[config.mk]
export PLATFORM = sky130hd
export DESIGN_NAME = rv_pipe_core
export DESIGN_NICKNAME = d
export VERILOG_FILES = /design/src/source/rv_pkg.sv /design/src/source/decode_stage.sv /design/src/source/execute_stage.sv /design/src/source/fetch_stage.sv /design/src/source/inst_mem.sv /design/src/source/reg_file.sv /design/src/source/retire_stage.sv /design/src/source/rv_pipe_core.sv
export SDC_FILE = /design/constraint.sdc
export NUM_CORES = 2
export LEC_CHECK = 0
export ABC_CLOCK_PERIOD_IN_PS = 6650
export BUFFER_PORTS_ARGS = -buffer_cell sky130_fd_sc_hd__buf_2
export CORE_ASPECT_RATIO = 0.75
export CORE_MARGIN = 10
export CORE_UTILIZATION = 35
export CTS_CLUSTER_DIAMETER = 100
export CTS_CLUSTER_SIZE = 16
export DETAILED_ROUTE_END_ITERATION = 6
export GPL_TIMING_DRIVEN = 0
export HOLD_SLACK_MARGIN = 0.08
export SYNTH_ARGS = -nofsm -noshare
export SYNTH_HDL_FRONTEND = slang
export SYNTH_SLANG_ARGS = --single-unit
[constraint.sdc]
create_clock -name clk -period 6.65 [get_ports clk]
set_input_delay 0.3325 -clock clk [delete_from_list [all_inputs] [get_ports clk]]
set_output_delay 0.3325 -clock clk [all_outputs]
set_load 0.01 [all_outputs]
[src/source/rv_pkg.sv]
`default_nettype none

package rv_pkg;

    localparam int XLEN       = 32;
    localparam int REG_IDX_W  = 5;
    localparam int IMEM_DEPTH = 64;
    localparam int IMEM_AW    = $clog2(IMEM_DEPTH);

    typedef logic [XLEN-1:0]      word_t;
    typedef logic [REG_IDX_W-1:0] reg_idx_t;
    typedef logic [IMEM_AW-1:0]   imem_addr_t;
    typedef logic [3:0]           alu_op_t;

    localparam alu_op_t ALU_ADD    = 4'd0;
    localparam alu_op_t ALU_SUB    = 4'd1;
    localparam alu_op_t ALU_AND    = 4'd2;
    localparam alu_op_t ALU_OR     = 4'd3;
    localparam alu_op_t ALU_XOR    = 4'd4;
    localparam alu_op_t ALU_SLT    = 4'd5;
    localparam alu_op_t ALU_SLTU   = 4'd6;
    localparam alu_op_t ALU_SLL    = 4'd7;
    localparam alu_op_t ALU_SRL    = 4'd8;
    localparam alu_op_t ALU_SRA    = 4'd9;
    localparam alu_op_t ALU_PASS_B = 4'd10;

    // major opcodes of the supported subset
    localparam logic [6:0] OPC_OP     = 7'b0110011;
    localparam logic [6:0] OPC_OP_IMM = 7'b0010011;
    localparam logic [6:0] OPC_LUI    = 7'b0110111;
    localparam logic [6:0] OPC_BRANCH = 7'b1100011;
    localparam logic [6:0] OPC_JAL    = 7'b1101111;
    localparam logic [6:0] OPC_SYSTEM = 7'b1110011;

    // branch kinds, straight from funct3
    localparam logic [2:0] F3_BEQ  = 3'b000;
    localparam logic [2:0] F3_BNE  = 3'b001;
    localparam logic [2:0] F3_BLT  = 3'b100;
    localparam logic [2:0] F3_BGE  = 3'b101;
    localparam logic [2:0] F3_BLTU = 3'b110;
    localparam logic [2:0] F3_BGEU = 3'b111;

    localparam word_t INST_EBREAK = 32'h0010_0073;

    typedef enum logic [1:0] {
        FETCH_IDLE,
        FETCH_RUN,
        FETCH_DRAIN
    } fetch_state_t;

    typedef struct packed {
        logic       valid;
        word_t      pc;
        reg_idx_t   rd;
        logic       writes_rd;
        alu_op_t    alu_op;
        word_t      operand_a;
        word_t      operand_b;
        logic       is_branch;
        logic [2:0] br_kind;
        logic       is_jal;
        logic       is_halt;
        word_t      imm;
    } decoded_t;

    typedef struct packed {
        logic     valid;
        word_t    pc;
        reg_idx_t rd;
        word_t    data;
        logic     halt;
    } retire_t;

endpackage

`default_nettype wire
[src/source/decode_stage.sv]
`default_nettype none
`timescale 1ns/1ps

module decode_stage
    import rv_pkg::*;
(
    input wire          clk,
    input wire          rst_n,
    input wire          fetch_valid,
    input wire word_t   fetch_pc,
    input wire word_t   inst,
    input wire          flush,
    output reg_idx_t    rs1_idx,
    output reg_idx_t    rs2_idx,
    input wire word_t   rs1_data,
    input wire word_t   rs2_data,
    input wire retire_t ex_fwd,
    output decoded_t    decoded
);

    logic [6:0] opcode;
    logic [2:0] funct3;
    logic [6:0] funct7;
    logic       alt;
    logic       op_legal;
    logic       imm_legal;
    word_t      imm_i;
    word_t      imm_u;
    word_t      imm_b;
    word_t      imm_j;
    word_t      rs1_val;
    word_t      rs2_val;
    decoded_t   dec_next;

    function automatic alu_op_t alu_from_funct3(input logic [2:0] f3, input logic sel_alt);
        alu_op_t op;
        case (f3)
            3'b000:  op = sel_alt ? ALU_SUB : ALU_ADD;
            3'b001:  op = ALU_SLL;
            3'b010:  op = ALU_SLT;
            3'b011:  op = ALU_SLTU;
            3'b100:  op = ALU_XOR;
            3'b101:  op = sel_alt ? ALU_SRA : ALU_SRL;
            3'b110:  op = ALU_OR;
            default: op = ALU_AND;
        endcase
        return op;
    endfunction

    assign opcode  = inst[6:0];
    assign funct3  = inst[14:12];
    assign funct7  = inst[31:25];
    assign rs1_idx = inst[19:15];
    assign rs2_idx = inst[24:20];

    assign imm_i = {{20{inst[31]}}, inst[31:20]};
    assign imm_u = {inst[31:12], 12'b0};
    assign imm_b = {{19{inst[31]}}, inst[31], inst[7], inst[30:25], inst[11:8], 1'b0};
    assign imm_j = {{11{inst[31]}}, inst[31], inst[19:12], inst[20], inst[30:21], 1'b0};

    // funct7[5] means SUB or SRA, for immediates only on the shift
    assign alt = funct7[5] && ((opcode == OPC_OP) || (funct3 == 3'b101));

    assign op_legal = (funct7 == 7'h00) ||
                      ((funct7 == 7'h20) && ((funct3 == 3'b000) || (funct3 == 3'b101)));
    assign imm_legal = (funct3 == 3'b001) ? (funct7 == 7'h00) :
                       (funct3 == 3'b101) ? ((funct7 == 7'h00) || (funct7 == 7'h20)) : 1'b1;

    // value from execute first, the register file covers retire
    always_comb begin
        rs1_val = rs1_data;
        rs2_val = rs2_data;
        if (ex_fwd.valid && (ex_fwd.rd != '0) && (ex_fwd.rd == rs1_idx)) begin
            rs1_val = ex_fwd.data;
        end
        if (ex_fwd.valid && (ex_fwd.rd != '0) && (ex_fwd.rd == rs2_idx)) begin
            rs2_val = ex_fwd.data;
        end
    end

    always_comb begin
        dec_next           = '0;
        dec_next.pc        = fetch_pc;
        dec_next.rd        = inst[11:7];
        dec_next.alu_op    = alu_from_funct3(funct3, alt);
        dec_next.operand_a = rs1_val;
        dec_next.operand_b = rs2_val;
        dec_next.br_kind   = funct3;
        dec_next.imm       = imm_i;
        case (opcode)
            OPC_OP: begin
                dec_next.writes_rd = op_legal;
            end
            OPC_OP_IMM: begin
                dec_next.writes_rd = imm_legal;
                dec_next.operand_b = imm_i;
            end
            OPC_LUI: begin
                dec_next.writes_rd = 1'b1;
                dec_next.alu_op    = ALU_PASS_B;
                dec_next.operand_b = imm_u;
                dec_next.imm       = imm_u;
            end
            OPC_BRANCH: begin
                // funct3 010 and 011 are not branches
                dec_next.is_branch = (funct3[2:1] != 2'b01);
                dec_next.imm       = imm_b;
            end
            OPC_JAL: begin
                dec_next.writes_rd = 1'b1;
                dec_next.is_jal    = 1'b1;
                dec_next.imm       = imm_j;
            end
            OPC_SYSTEM: begin
                dec_next.is_halt = (inst == INST_EBREAK);
            end
            default: ;
        endcase
    end

    always_ff @(posedge clk) begin
        decoded <= dec_next;
        if (!rst_n) begin
            decoded.valid <= 1'b0;
        end else begin
            decoded.valid <= fetch_valid && !flush;
        end
    end

endmodule

`default_nettype wire

[src/source/execute_stage.sv]
`default_nettype none
`timescale 1ns/1ps

module execute_stage
    import rv_pkg::*;
(
    input wire           clk,
    input wire           rst_n,
    input wire decoded_t decoded,
    output logic         redirect,
    output word_t        redirect_pc,
    output logic         halt_seen,
    output retire_t      ex_fwd,
    output retire_t      result
);

    word_t alu_out;
    word_t op_a;
    word_t op_b;
    logic  br_cond;
    logic  taken;

    assign op_a = decoded.operand_a;
    assign op_b = decoded.operand_b;

    always_comb begin
        case (decoded.alu_op)
            ALU_ADD:    alu_out = op_a + op_b;
            ALU_SUB:    alu_out = op_a - op_b;
            ALU_AND:    alu_out = op_a & op_b;
            ALU_OR:     alu_out = op_a | op_b;
            ALU_XOR:    alu_out = op_a ^ op_b;
            ALU_SLT:    alu_out = {31'b0, $signed(op_a) < $signed(op_b)};
            ALU_SLTU:   alu_out = {31'b0, op_a < op_b};
            ALU_SLL:    alu_out = op_a << op_b[4:0];
            ALU_SRL:    alu_out = op_a >> op_b[4:0];
            ALU_SRA:    alu_out = $unsigned($signed(op_a) >>> op_b[4:0]);
            ALU_PASS_B: alu_out = op_b;
            default:    alu_out = '0;
        endcase
    end

    // branch compare on rs1 and rs2
    always_comb begin
        case (decoded.br_kind)
            F3_BEQ:  br_cond = (op_a == op_b);
            F3_BNE:  br_cond = (op_a != op_b);
            F3_BLT:  br_cond = ($signed(op_a) < $signed(op_b));
            F3_BGE:  br_cond = ($signed(op_a) >= $signed(op_b));
            F3_BLTU: br_cond = (op_a < op_b);
            F3_BGEU: br_cond = (op_a >= op_b);
            default: br_cond = 1'b0;
        endcase
    end

    assign taken       = decoded.is_branch && br_cond;
    assign redirect    = decoded.valid && (decoded.is_jal || taken);
    assign redirect_pc = decoded.pc + decoded.imm;
    assign halt_seen   = decoded.valid && decoded.is_halt;

    // also the forwarding value seen by decode
    always_comb begin
        ex_fwd.valid = decoded.valid;
        ex_fwd.pc    = decoded.pc;
        ex_fwd.rd    = decoded.writes_rd ? decoded.rd : '0;
        ex_fwd.data  = decoded.is_jal ? (decoded.pc + 32'd4) : alu_out;
        ex_fwd.halt  = decoded.is_halt;
    end

    always_ff @(posedge clk) begin
        result <= ex_fwd;
        if (!rst_n) begin
            result.valid <= 1'b0;
        end
    end

endmodule

`default_nettype wire

[src/source/fetch_stage.sv]
`default_nettype none
`timescale 1ns/1ps

module fetch_stage
    import rv_pkg::*;
(
    input wire        clk,
    input wire        rst_n,
    input wire        run,
    input wire        redirect,
    input wire word_t redirect_pc,
    input wire        halt_seen,
    input wire        halt_retired,
    output logic      rd_en,
    output imem_addr_t rd_addr,
    output logic      fetch_valid,
    output word_t     fetch_pc,
    output logic      busy
);

    fetch_state_t state;
    word_t        pc;

    assign busy    = (state != FETCH_IDLE);
    assign rd_en   = (state == FETCH_RUN);
    assign rd_addr = pc[IMEM_AW+1:2];

    always_ff @(posedge clk) begin
        if (!rst_n) begin
            state       <= FETCH_IDLE;
            pc          <= '0;
            fetch_valid <= 1'b0;
        end else begin
            fetch_valid <= 1'b0;
            case (state)
                FETCH_IDLE: begin
                    // every run starts at address 0
                    if (run) begin
                        state <= FETCH_RUN;
                        pc    <= '0;
                    end
                end
                FETCH_RUN: begin
                    if (halt_seen) begin
                        state <= FETCH_DRAIN;
                    end else if (redirect) begin
                        // word issued this cycle is dropped
                        pc <= redirect_pc;
                    end else begin
                        pc          <= pc + 32'd4;
                        fetch_valid <= 1'b1;
                    end
                end
                FETCH_DRAIN: begin
                    if (halt_retired) begin
                        state <= FETCH_IDLE;
                    end
                end
                default: state <= FETCH_IDLE;
            endcase
        end
    end

    // pc of the word now sitting in the memory read register
    always_ff @(posedge clk) begin
        fetch_pc <= pc;
    end

    a_no_redirect_idle: assert property (
        @(posedge clk) disable iff (!rst_n) (state == FETCH_IDLE) |-> !redirect
    ) else $error("fetch_stage: redirect while idle");

endmodule

`default_nettype wire

[src/source/inst_mem.sv]
`default_nettype none
`timescale 1ns/1ps

module inst_mem
    import rv_pkg::*;
(
    input wire             clk,
    input wire             prog_we,
    input wire imem_addr_t prog_addr,
    input wire word_t      prog_data,
    input wire             rd_en,
    input wire imem_addr_t rd_addr,
    output word_t          rd_data
);

    word_t mem [IMEM_DEPTH];

    // host side write port
    always_ff @(posedge clk) begin
        if (prog_we) begin
            mem[prog_addr] <= prog_data;
        end
    end

    // registered read, word appears in decode one cycle after issue
    always_ff @(posedge clk) begin
        if (rd_en) begin
            rd_data <= mem[rd_addr];
        end
    end

    // host loads only while the core is idle
    a_no_write_while_fetching: assert property (
        @(posedge clk) !(prog_we && rd_en)
    ) else $error("inst_mem: program write while fetch is reading");

endmodule

`default_nettype wire

[src/source/reg_file.sv]
`default_nettype none
`timescale 1ns/1ps

module reg_file
    import rv_pkg::*;
(
    input wire           clk,
    input wire           rst_n,
    input wire reg_idx_t rs1_idx,
    input wire reg_idx_t rs2_idx,
    output word_t        rs1_data,
    output word_t        rs2_data,
    input wire           wr_en,
    input wire reg_idx_t wr_idx,
    input wire word_t    wr_data
);

    // x0 has no storage
    word_t regs [1:31];

    always_ff @(posedge clk) begin
        if (!rst_n) begin
            for (int i = 1; i < 32; i++) begin
                regs[i] <= '0;
            end
        end else if (wr_en && (wr_idx != '0)) begin
            regs[wr_idx] <= wr_data;
        end
    end

    // write-through gives decode the value retiring this cycle
    assign rs1_data = (rs1_idx == '0) ? '0 :
                      (wr_en && (wr_idx == rs1_idx)) ? wr_data : regs[rs1_idx];
    assign rs2_data = (rs2_idx == '0) ? '0 :
                      (wr_en && (wr_idx == rs2_idx)) ? wr_data : regs[rs2_idx];

endmodule

`default_nettype wire

[src/source/retire_stage.sv]
`default_nettype none
`timescale 1ns/1ps

module retire_stage
    import rv_pkg::*;
(
    input wire          clk,
    input wire          rst_n,
    input wire retire_t result,
    output logic        wr_en,
    output reg_idx_t    wr_idx,
    output word_t       wr_data,
    output logic        halt_retired,
    output retire_t     retire
);

    // rd is already zero for anything that writes no register
    assign wr_en   = result.valid && (result.rd != '0);
    assign wr_idx  = result.rd;
    assign wr_data = result.data;

    assign halt_retired = result.valid && result.halt;

    // trace output, one strobe per completed instruction
    assign retire = result;

    // busy drops right after the halt, a new run needs at least four
    // cycles before anything can retire again
    a_halt_once_per_run: assert property (
        @(posedge clk) disable iff (!rst_n) halt_retired |=> !result.valid [*3]
    ) else $error("retire_stage: retire right after the halt");

endmodule

`default_nettype wire

[src/source/rv_pipe_core.sv]
`default_nettype none
`timescale 1ns/1ps

module rv_pipe_core
    import rv_pkg::*;
(
    input wire             clk,
    input wire             rst_n,
    input wire             prog_we,
    input wire imem_addr_t prog_addr,
    input wire word_t      prog_data,
    input wire             run,
    output logic           busy,
    output retire_t        retire
);

    logic       rd_en;
    imem_addr_t rd_addr;
    word_t      inst;
    logic       fetch_valid;
    word_t      fetch_pc;
    logic       redirect;
    word_t      redirect_pc;
    logic       halt_seen;
    logic       halt_retired;
    logic       flush;
    reg_idx_t   rs1_idx;
    reg_idx_t   rs2_idx;
    word_t      rs1_data;
    word_t      rs2_data;
    decoded_t   decoded;
    retire_t    ex_fwd;
    retire_t    result;
    logic       wr_en;
    reg_idx_t   wr_idx;
    word_t      wr_data;

    // younger work dies on a taken branch, JAL or EBREAK
    assign flush = redirect | halt_seen;

    inst_mem u_inst_mem (
        .clk(clk), .prog_we(prog_we), .prog_addr(prog_addr), .prog_data(prog_data),
        .rd_en(rd_en), .rd_addr(rd_addr), .rd_data(inst)
    );

    fetch_stage u_fetch (
        .clk(clk), .rst_n(rst_n), .run(run),
        .redirect(redirect), .redirect_pc(redirect_pc),
        .halt_seen(halt_seen), .halt_retired(halt_retired),
        .rd_en(rd_en), .rd_addr(rd_addr),
        .fetch_valid(fetch_valid), .fetch_pc(fetch_pc), .busy(busy)
    );

    decode_stage u_decode (
        .clk(clk), .rst_n(rst_n), .fetch_valid(fetch_valid), .fetch_pc(fetch_pc),
        .inst(inst), .flush(flush), .rs1_idx(rs1_idx), .rs2_idx(rs2_idx),
        .rs1_data(rs1_data), .rs2_data(rs2_data), .ex_fwd(ex_fwd), .decoded(decoded)
    );

    reg_file u_reg_file (
        .clk(clk), .rst_n(rst_n), .rs1_idx(rs1_idx), .rs2_idx(rs2_idx),
        .rs1_data(rs1_data), .rs2_data(rs2_data),
        .wr_en(wr_en), .wr_idx(wr_idx), .wr_data(wr_data)
    );

    execute_stage u_execute (
        .clk(clk), .rst_n(rst_n), .decoded(decoded),
        .redirect(redirect), .redirect_pc(redirect_pc), .halt_seen(halt_seen),
        .ex_fwd(ex_fwd), .result(result)
    );

    retire_stage u_retire (
        .clk(clk), .rst_n(rst_n), .result(result),
        .wr_en(wr_en), .wr_idx(wr_idx), .wr_data(wr_data),
        .halt_retired(halt_retired), .retire(retire)
    );

endmodule

`default_nettype wire

Yosys cells after proc, flatten, opt, wreduce, memory -nomap -nowiden
Memories as Yosys holds them, arrays and structs flattened. A register that Yosys moved wholly into a read port is not among the register bits.
Index checks and enable logic that the tools add are counted.
- order comparisons: 4
- shifts and indexed selects: 3
- mux-type cells: 37
- equality and inequality tests: 42
- bitwise logic cells: 6
- $add $sub $neg: 5
- reductions and logical operators: 36
- operators with widths (kind ; number):
    32-bit 2-to-1 mux ; 11
    32-bit one-hot mux with 11 select lines ; 1
    32-bit one-hot mux with 2 select lines ; 2
    31-bit one-hot mux with 3 select lines ; 1
    32-bit by 3-bit adder with 32-bit output, second input constant ; 2
    32-bit adder ; 2
    32-bit greater-or-equal comparator ; 2
    32-bit < comparator ; 2
    32-bit bitwise AND ; 1
    32-bit by 21-bit == test with 1-bit output, second input constant ; 1
    32-bit == test ; 1
    32-bit inequality test ; 1
    32-bit OR ; 1
    32-bit OR reduction ; 1
    32-bit by 5-bit left shift with 32-bit output ; 1
    32-bit by 5-bit right shift with 32-bit output ; 1
    32-bit by 5-bit >>> shifter with 32-bit output ; 1
    32-bit subtractor ; 1
    32-bit bitwise XOR ; 1
    4-bit one-hot mux with 7 select lines ; 1
    3-bit == test, second input constant ; 7
    7-bit by 6-bit == test with 1-bit output, second input constant ; 3
    7-bit == test, second input constant ; 3
    5-bit == test ; 4
    other kinds (32) ; 81
- word-level logic and storage cells: 156
- bits in writable memories: 3040
- flip-flop bits (word level): 283
- memories kept: 2
- memories (memory ; words ; bits a word ; rd ports ; clocked after memory_dff ; write ports ; line ; text):
    u_inst_mem.mem ; 64 ; 32 ; 1 ; 1 ; 1 ; inst_mem.sv:16 ; word_t mem [IMEM_DEPTH];
    u_reg_file.regs ; 31 ; 32 ; 2 ; 0 ; 31 ; reg_file.sv:19 ; word_t regs [1:31];

Depth between registers and ports, before layout
- depth in word-level cells: 8
- gate-level depth with buffers: 19
- gate-level depth less buffers: 14

Modules after synthesis
From an unflattened synthesis, not the netlist that was laid out.
- cells, all modules: 9650
- area total of the unflattened synthesis: 155053.7 sq um
- modules (own cells, without submodules) (module ; cells an instance ; area each (sq um) ; times used):
    inst_mem ; 3324 ; 78835.6 ; 1
    reg_file ; 3742 ; 54681.2 ; 1
    execute_stage ; 1701 ; 12838.6 ; 1
    decode_stage ; 456 ; 5043.6 ; 1
    fetch_stage ; 315 ; 2816.5 ; 1
    retire_stage ; 111 ; 832.0 ; 1
    rv_pipe_core ; 1 ; 6.3 ; 1

Worst setup path after synthesis
Ideal clock, no wire load.
- kind: reg-to-reg
- start: register u_decode.decoded[40] (netlist name)
- end: register u_fetch.pc[10]
- cell stages (with the launch flop): 19
- path slack: 2051 ps
- data arrival time: 4478 ps
- clock period less this slack: 4599 ps
- setup time: 122 ps
- cell sequence: dfxtp_1 inv_1 clkbuf_1 buf_1 clkbuf_1 ha_1 clkbuf_1 nor2b_1 o21ai_1 a31o_1 a2111oi_4 nor3_1 a21o_1 a221o_1 o21a_1 buf_2 buf_6 buf_2 a221o_1
- cells in the longest elaborated chain, start to end: 8
- elaborated cells on any way between the ends: 13
- ends and longest elaborated chain (element ; line ; text):
    32-bit greater-or-equal comparator (tied with other cells) ; execute_stage.sv:51 ; F3_BGEU: br_cond = (op_a >= op_b);
    1-bit one-hot mux with 6 select lines * ; execute_stage.sv:45 ; case (decoded.br_kind)
    1-bit logical AND * ; execute_stage.sv:56 ; assign taken = decoded.is_branch && br_cond;
    1-bit logical OR * ; execute_stage.sv:57 ; assign redirect = decoded.valid && (decoded.is_jal || taken);
    1-bit logical AND * ; execute_stage.sv:57 ;
    32-bit 2-to-1 mux * ; fetch_stage.sv:46 ; end else if (redirect) begin
    32-bit 2-to-1 mux * ; fetch_stage.sv:44 ; if (halt_seen) begin
    32-bit one-hot mux with 2 select lines * ; fetch_stage.sv:35 ; case (state)
    to (signal assigned) ; fetch_stage.sv:48 ; pc <= redirect_pc;
    to (signal assigned) ; fetch_stage.sv:50 ; pc <= pc + 32'd4;
    to (decl) ; fetch_stage.sv:22 ; word_t pc;
Mark *: on every way between the ends. The rest lies on a longest branch, timed or not. The select of a mux whose other input is x is not followed.
A chain may end at the register's enable or synchronous reset.

==> impl_metrics.json <==
{
  "critical-path-top-delay-family": "compound AO/OA/AOI/OAI gates",
  "synth-edff-count": 3104,
  "final_area_um2": 171600,
  "syn_to_final_growth_pct": 11.99,
  "final_max_slew_viol_count": 88,
  "drive_gt1_frac": 0.2269,
  "async_flop_share": 0,
  "drc": 9,
  "clk_path_buf_depth": 4,
  "synth.avg_cell_area_um2": 17.43,
  "synth_cells": 8792,
  "r2r_cells": 15,
  "first_pass_iters": 7,
  "ys_types": 90,
  "synth_ff_type": "edfxtp_1",
  "placed_area_um2": 164600,
  "antenna_found_initial": 72,
  "path_class": "flip-flop to flip-flop",
  "seq_area_frac_synth": 0.6451,
  "n_fill_cell": 39410,
  "critPathCaptureType": "flip-flop",
  "io_buffer_count": 110,
  "fin_crit_sh": 0.9540,
  "ir_worst_vdd_mv": 0.2908,
  "ys_top_cells_by_area": "edfxtp_1, mux4_2, and2_1, dfxtp_1, clkbuf_1",
  "grt_usage": 0.2434,
  "grt_pass1_vias": 90820,
  "clkTransAtPathRegs_ns": 0.08,
  "routed_wl_um": 582300,
  "required_ns": 7.24,
  "hold_viol": 0,
  "crit_path_top_delay_cell": "a31oi_1",
  "critPathBufInv": 4,
  "drv_cap": 8,
  "min_from": "prog_data[28]",
  "vias": 93890,
  "grt_pass1_wl_um": 781800,
  "start_kind": "flip-flop",
  "rrSetupSlack_ns": 0.31,
  "min_path_type": "input port to flip-flop",
  "grt_overflow": 0,
  "start_util": 0.3514,
  "nets": 9485,
  "syn_area_um2": 153300,
  "hold_depth": 1,
  "dp.cells": 14880,
  "fin_util": 0.3935,
  "crit_chain": "inv_1, clkbuf_1, clkbuf_2, ha_1, clkbuf_1, a21oi_1, a21oi_1, o2111ai_1, nand4b_1, a31oi_1, o21ai_0, nand4_1, o221ai_1, o21ai_0, o2111ai_1",
  "p_leak_nw": 55.17,
  "worstPathArrival_ns": 6.94,
  "outcome": "complete, but fails checks",
  "grt_max_degree": 65,
  "clkLatencyLatePin_ns": 1.02,
  "setup_violations": 0,
  "skew_ns": 0.1222,
  "final_cell_count_no_fill": 15250,
  "cts_tree": "yes",
  "dr.first_iter.drc_count": 15880,
  "core_area_um2": 436200,
  "wl_per_cell_um": 38.19,
  "worst_pin_slew_ns": 1.656,
  "hold_end": "u_inst_mem.mem[28][28]",
  "dieArea_um2": 465000,
  "ios": 114,
  "failed_checks": "DRC, capacitance limit, slew limit",
  "crit_path_max_fanout": 20,
  "antenna_left": 0,
  "place_congestion": 1.029,
  "yosysWarnings": 0,
  "die_x_um": 784.1,
  "r2r-end": "u_decode.decoded[67]",
  "cts_root_buffer": "clkbuf_16",
  "vias_per_cell": 6.158,
  "grt_setup_unrepaired": "false",
  "critical_path.max_stage_delay_ns": 0.74,
  "cts_made_buffers": 237,
  "place_hpwl_um": 420100,
  "period_needed_ns": 6.344,
  "yosys.area.top_type_share": 0.6082,
  "htree_levels": 4,
  "clock-sinks": 3387,
  "power_density_nw_per_um2": 269.0,
  "finalPower_mw": 46.18,
  "postSynthRegisterBits": 3387,
  "row_count": 210,
  "worstReg2RegStart": "u_decode.decoded[40]",
  "max-slew-margin-rel": -0.1038,
  "clock.fmax_mhz": 157.6,
  "die_h_um": 593.1,
  "synth_top_cell_by_area": "edfxtp_1"
}
==> registers in the layout, summed over array words and instances (netlist names) <==
register             cells
u_decode.decoded       145
u_execute.result        71
u_fetch.fetch_pc        32
u_fetch.fetch_valid      1
u_fetch.pc              32
u_fetch.state            2
u_inst_mem.mem        2048
u_inst_mem.rd_data      32
u_reg_file.regs       1024
==> cell usage after synthesis (24+ instances only) <==
cell / number
a22oi_1: 28
nor2_1: 352
a31oi_1: 31
mux2i_1: 102
and3_1: 33
xor2_1: 34
ha_1: 130
a211oi_1: 27
a21o_1: 37
inv_1: 135
o21ai_0: 228
buf_1: 147
a21oi_1: 196
a221oi_1: 33
a221o_1: 26
nand3_1: 83
clkbuf_1: 520
xnor2_1: 63
dfxtp_1: 283
edfxtp_1: 3104
mux4_2: 1380
nand2_1: 275
nor3_1: 74
o22ai_1: 34
o31ai_1: 24
and2_1: 1018
==> logic make-up after synthesis <==
family / after synthesis / synth area share
AOI/OAI and AO/OA: 857 / 0.03684
xor gates and xnor gates: 97 / 0.005543
adders and majority gates: 133 / 0.01100
buffers and inverters: 826 / 0.02048
DFF: 3387 / 0.6451
muxes: 1494 / 0.2103
other: 1 / 0.00002447
and+or+nand+nor: 1997 / 0.07065
==> report_power, final <==
part	internal [mW]	switching, mW	leakage [nW]
registers	23.7	1.03	31.6
clock network	6.58	7.41	3.16
logic	2.37	5.07	20.4
==> metal layers <==
metal / global-route usage / wire [µm] / share of wire / vias to the layer above
met5: 0 / 262 / 0.00045 / -
met1: 0.3426 / 235500 / 0.40 / 50130
met3: 0.09696 / 82620 / 0.14 / 1082
met4: 0.09174 / 25910 / 0.045 / 36
li1: - / - / - / 36210
met2: 0.3372 / 238000 / 0.41 / 6423
==> worst register-to-register path: stages, from the launching register on <==
cell and delay [ns]:
dfxtp_1 0.44, inv_1 0.13, clkbuf_1 0.55, clkbuf_2 0.63, ha_1 0.36, clkbuf_1 0.21
a21oi_1 0.33, a21oi_1 0.31, o2111ai_1 0.42, nand4b_1 0.25, a31oi_1 0.74, o21ai_0 0.34
nand4_1 0.17, o221ai_1 0.34, o21ai_0 0.33, o2111ai_1 0.50
==> metrics by stage <==
| stage | hold slack, ns | TNS [ns] | worst slack, ns |
|---|---|---|---|
| after detailed placement | 0.3121 | -15.48 | -1.060 |
| final | 0.1523 | 0 | 0.3059 |
| after floorplan | 0.3096 | 0 | 2.051 |
| after CTS | 0.1015 | 0 | 0.02798 |
| after global placement | 0.3107 | -988.13 | -1.981 |
| after global routing | 0.1537 | 0 | 0.2476 |
==> area by class of cell <==
type	count	area (µm²)	area share
Sequential cell	3387	98870	0.5761
Multi-Input combinational cell	4610	52250	0.3044
Tap cell	5830	7295	0.04250
Clock buffer	289	6211	0.03619
Timing Repair Buffer	250	3378	0.01968
Buffer	686	2726	0.01588
Inverter	138	520.5	0.003033
Clock inverter	18	282.8	0.001648
Antenna cell	38	95.09	0.0005540
==> how the worst max path moves through the flow <==
| stage | from | to | slack (ns) | cells past startpoint |
|---|---|---|---|---|
| finish | u_decode.decoded[40] | u_decode.decoded[67] | 0.31 | 15 |
| global route | u_decode.decoded[40] | u_decode.decoded[67] | 0.25 | 16 |
| CTS | u_decode.decoded[40] | u_decode.decoded[59] | 0.03 | 16 |
| detailed placement | u_decode.decoded[41] | u_decode.decoded[68] | -1.06 | 15 |
| global placement | u_execute.result[34] | u_reg_file.regs[1][21] | -1.98 | 4 |
| floorplan | u_decode.decoded[40] | u_fetch.pc[10] | 2.05 | 18 |
==> what timing repair did <==
action | CTS | global route
endpoints found under the hold margin | 0 | 994
setup endpoints to repair | 37 | 49
setup buffers | 1 | 0
pin swaps | 1 | 0
hold buffers | 0 | 17
gates resized for setup | 15 | 2
==> layout by cell type (no fill, tap or decap), drive strengths merged, types with 196 or more instances in the layout <==
cell       n
buf      390
clkbuf   817
dfxtp    283
nor2     352
o21ai    230
edfxtp  3104
nand2    275
mux4    1380
a21oi    196
and2    1018
Note: power is estimated with default switching activity, not from simulation.
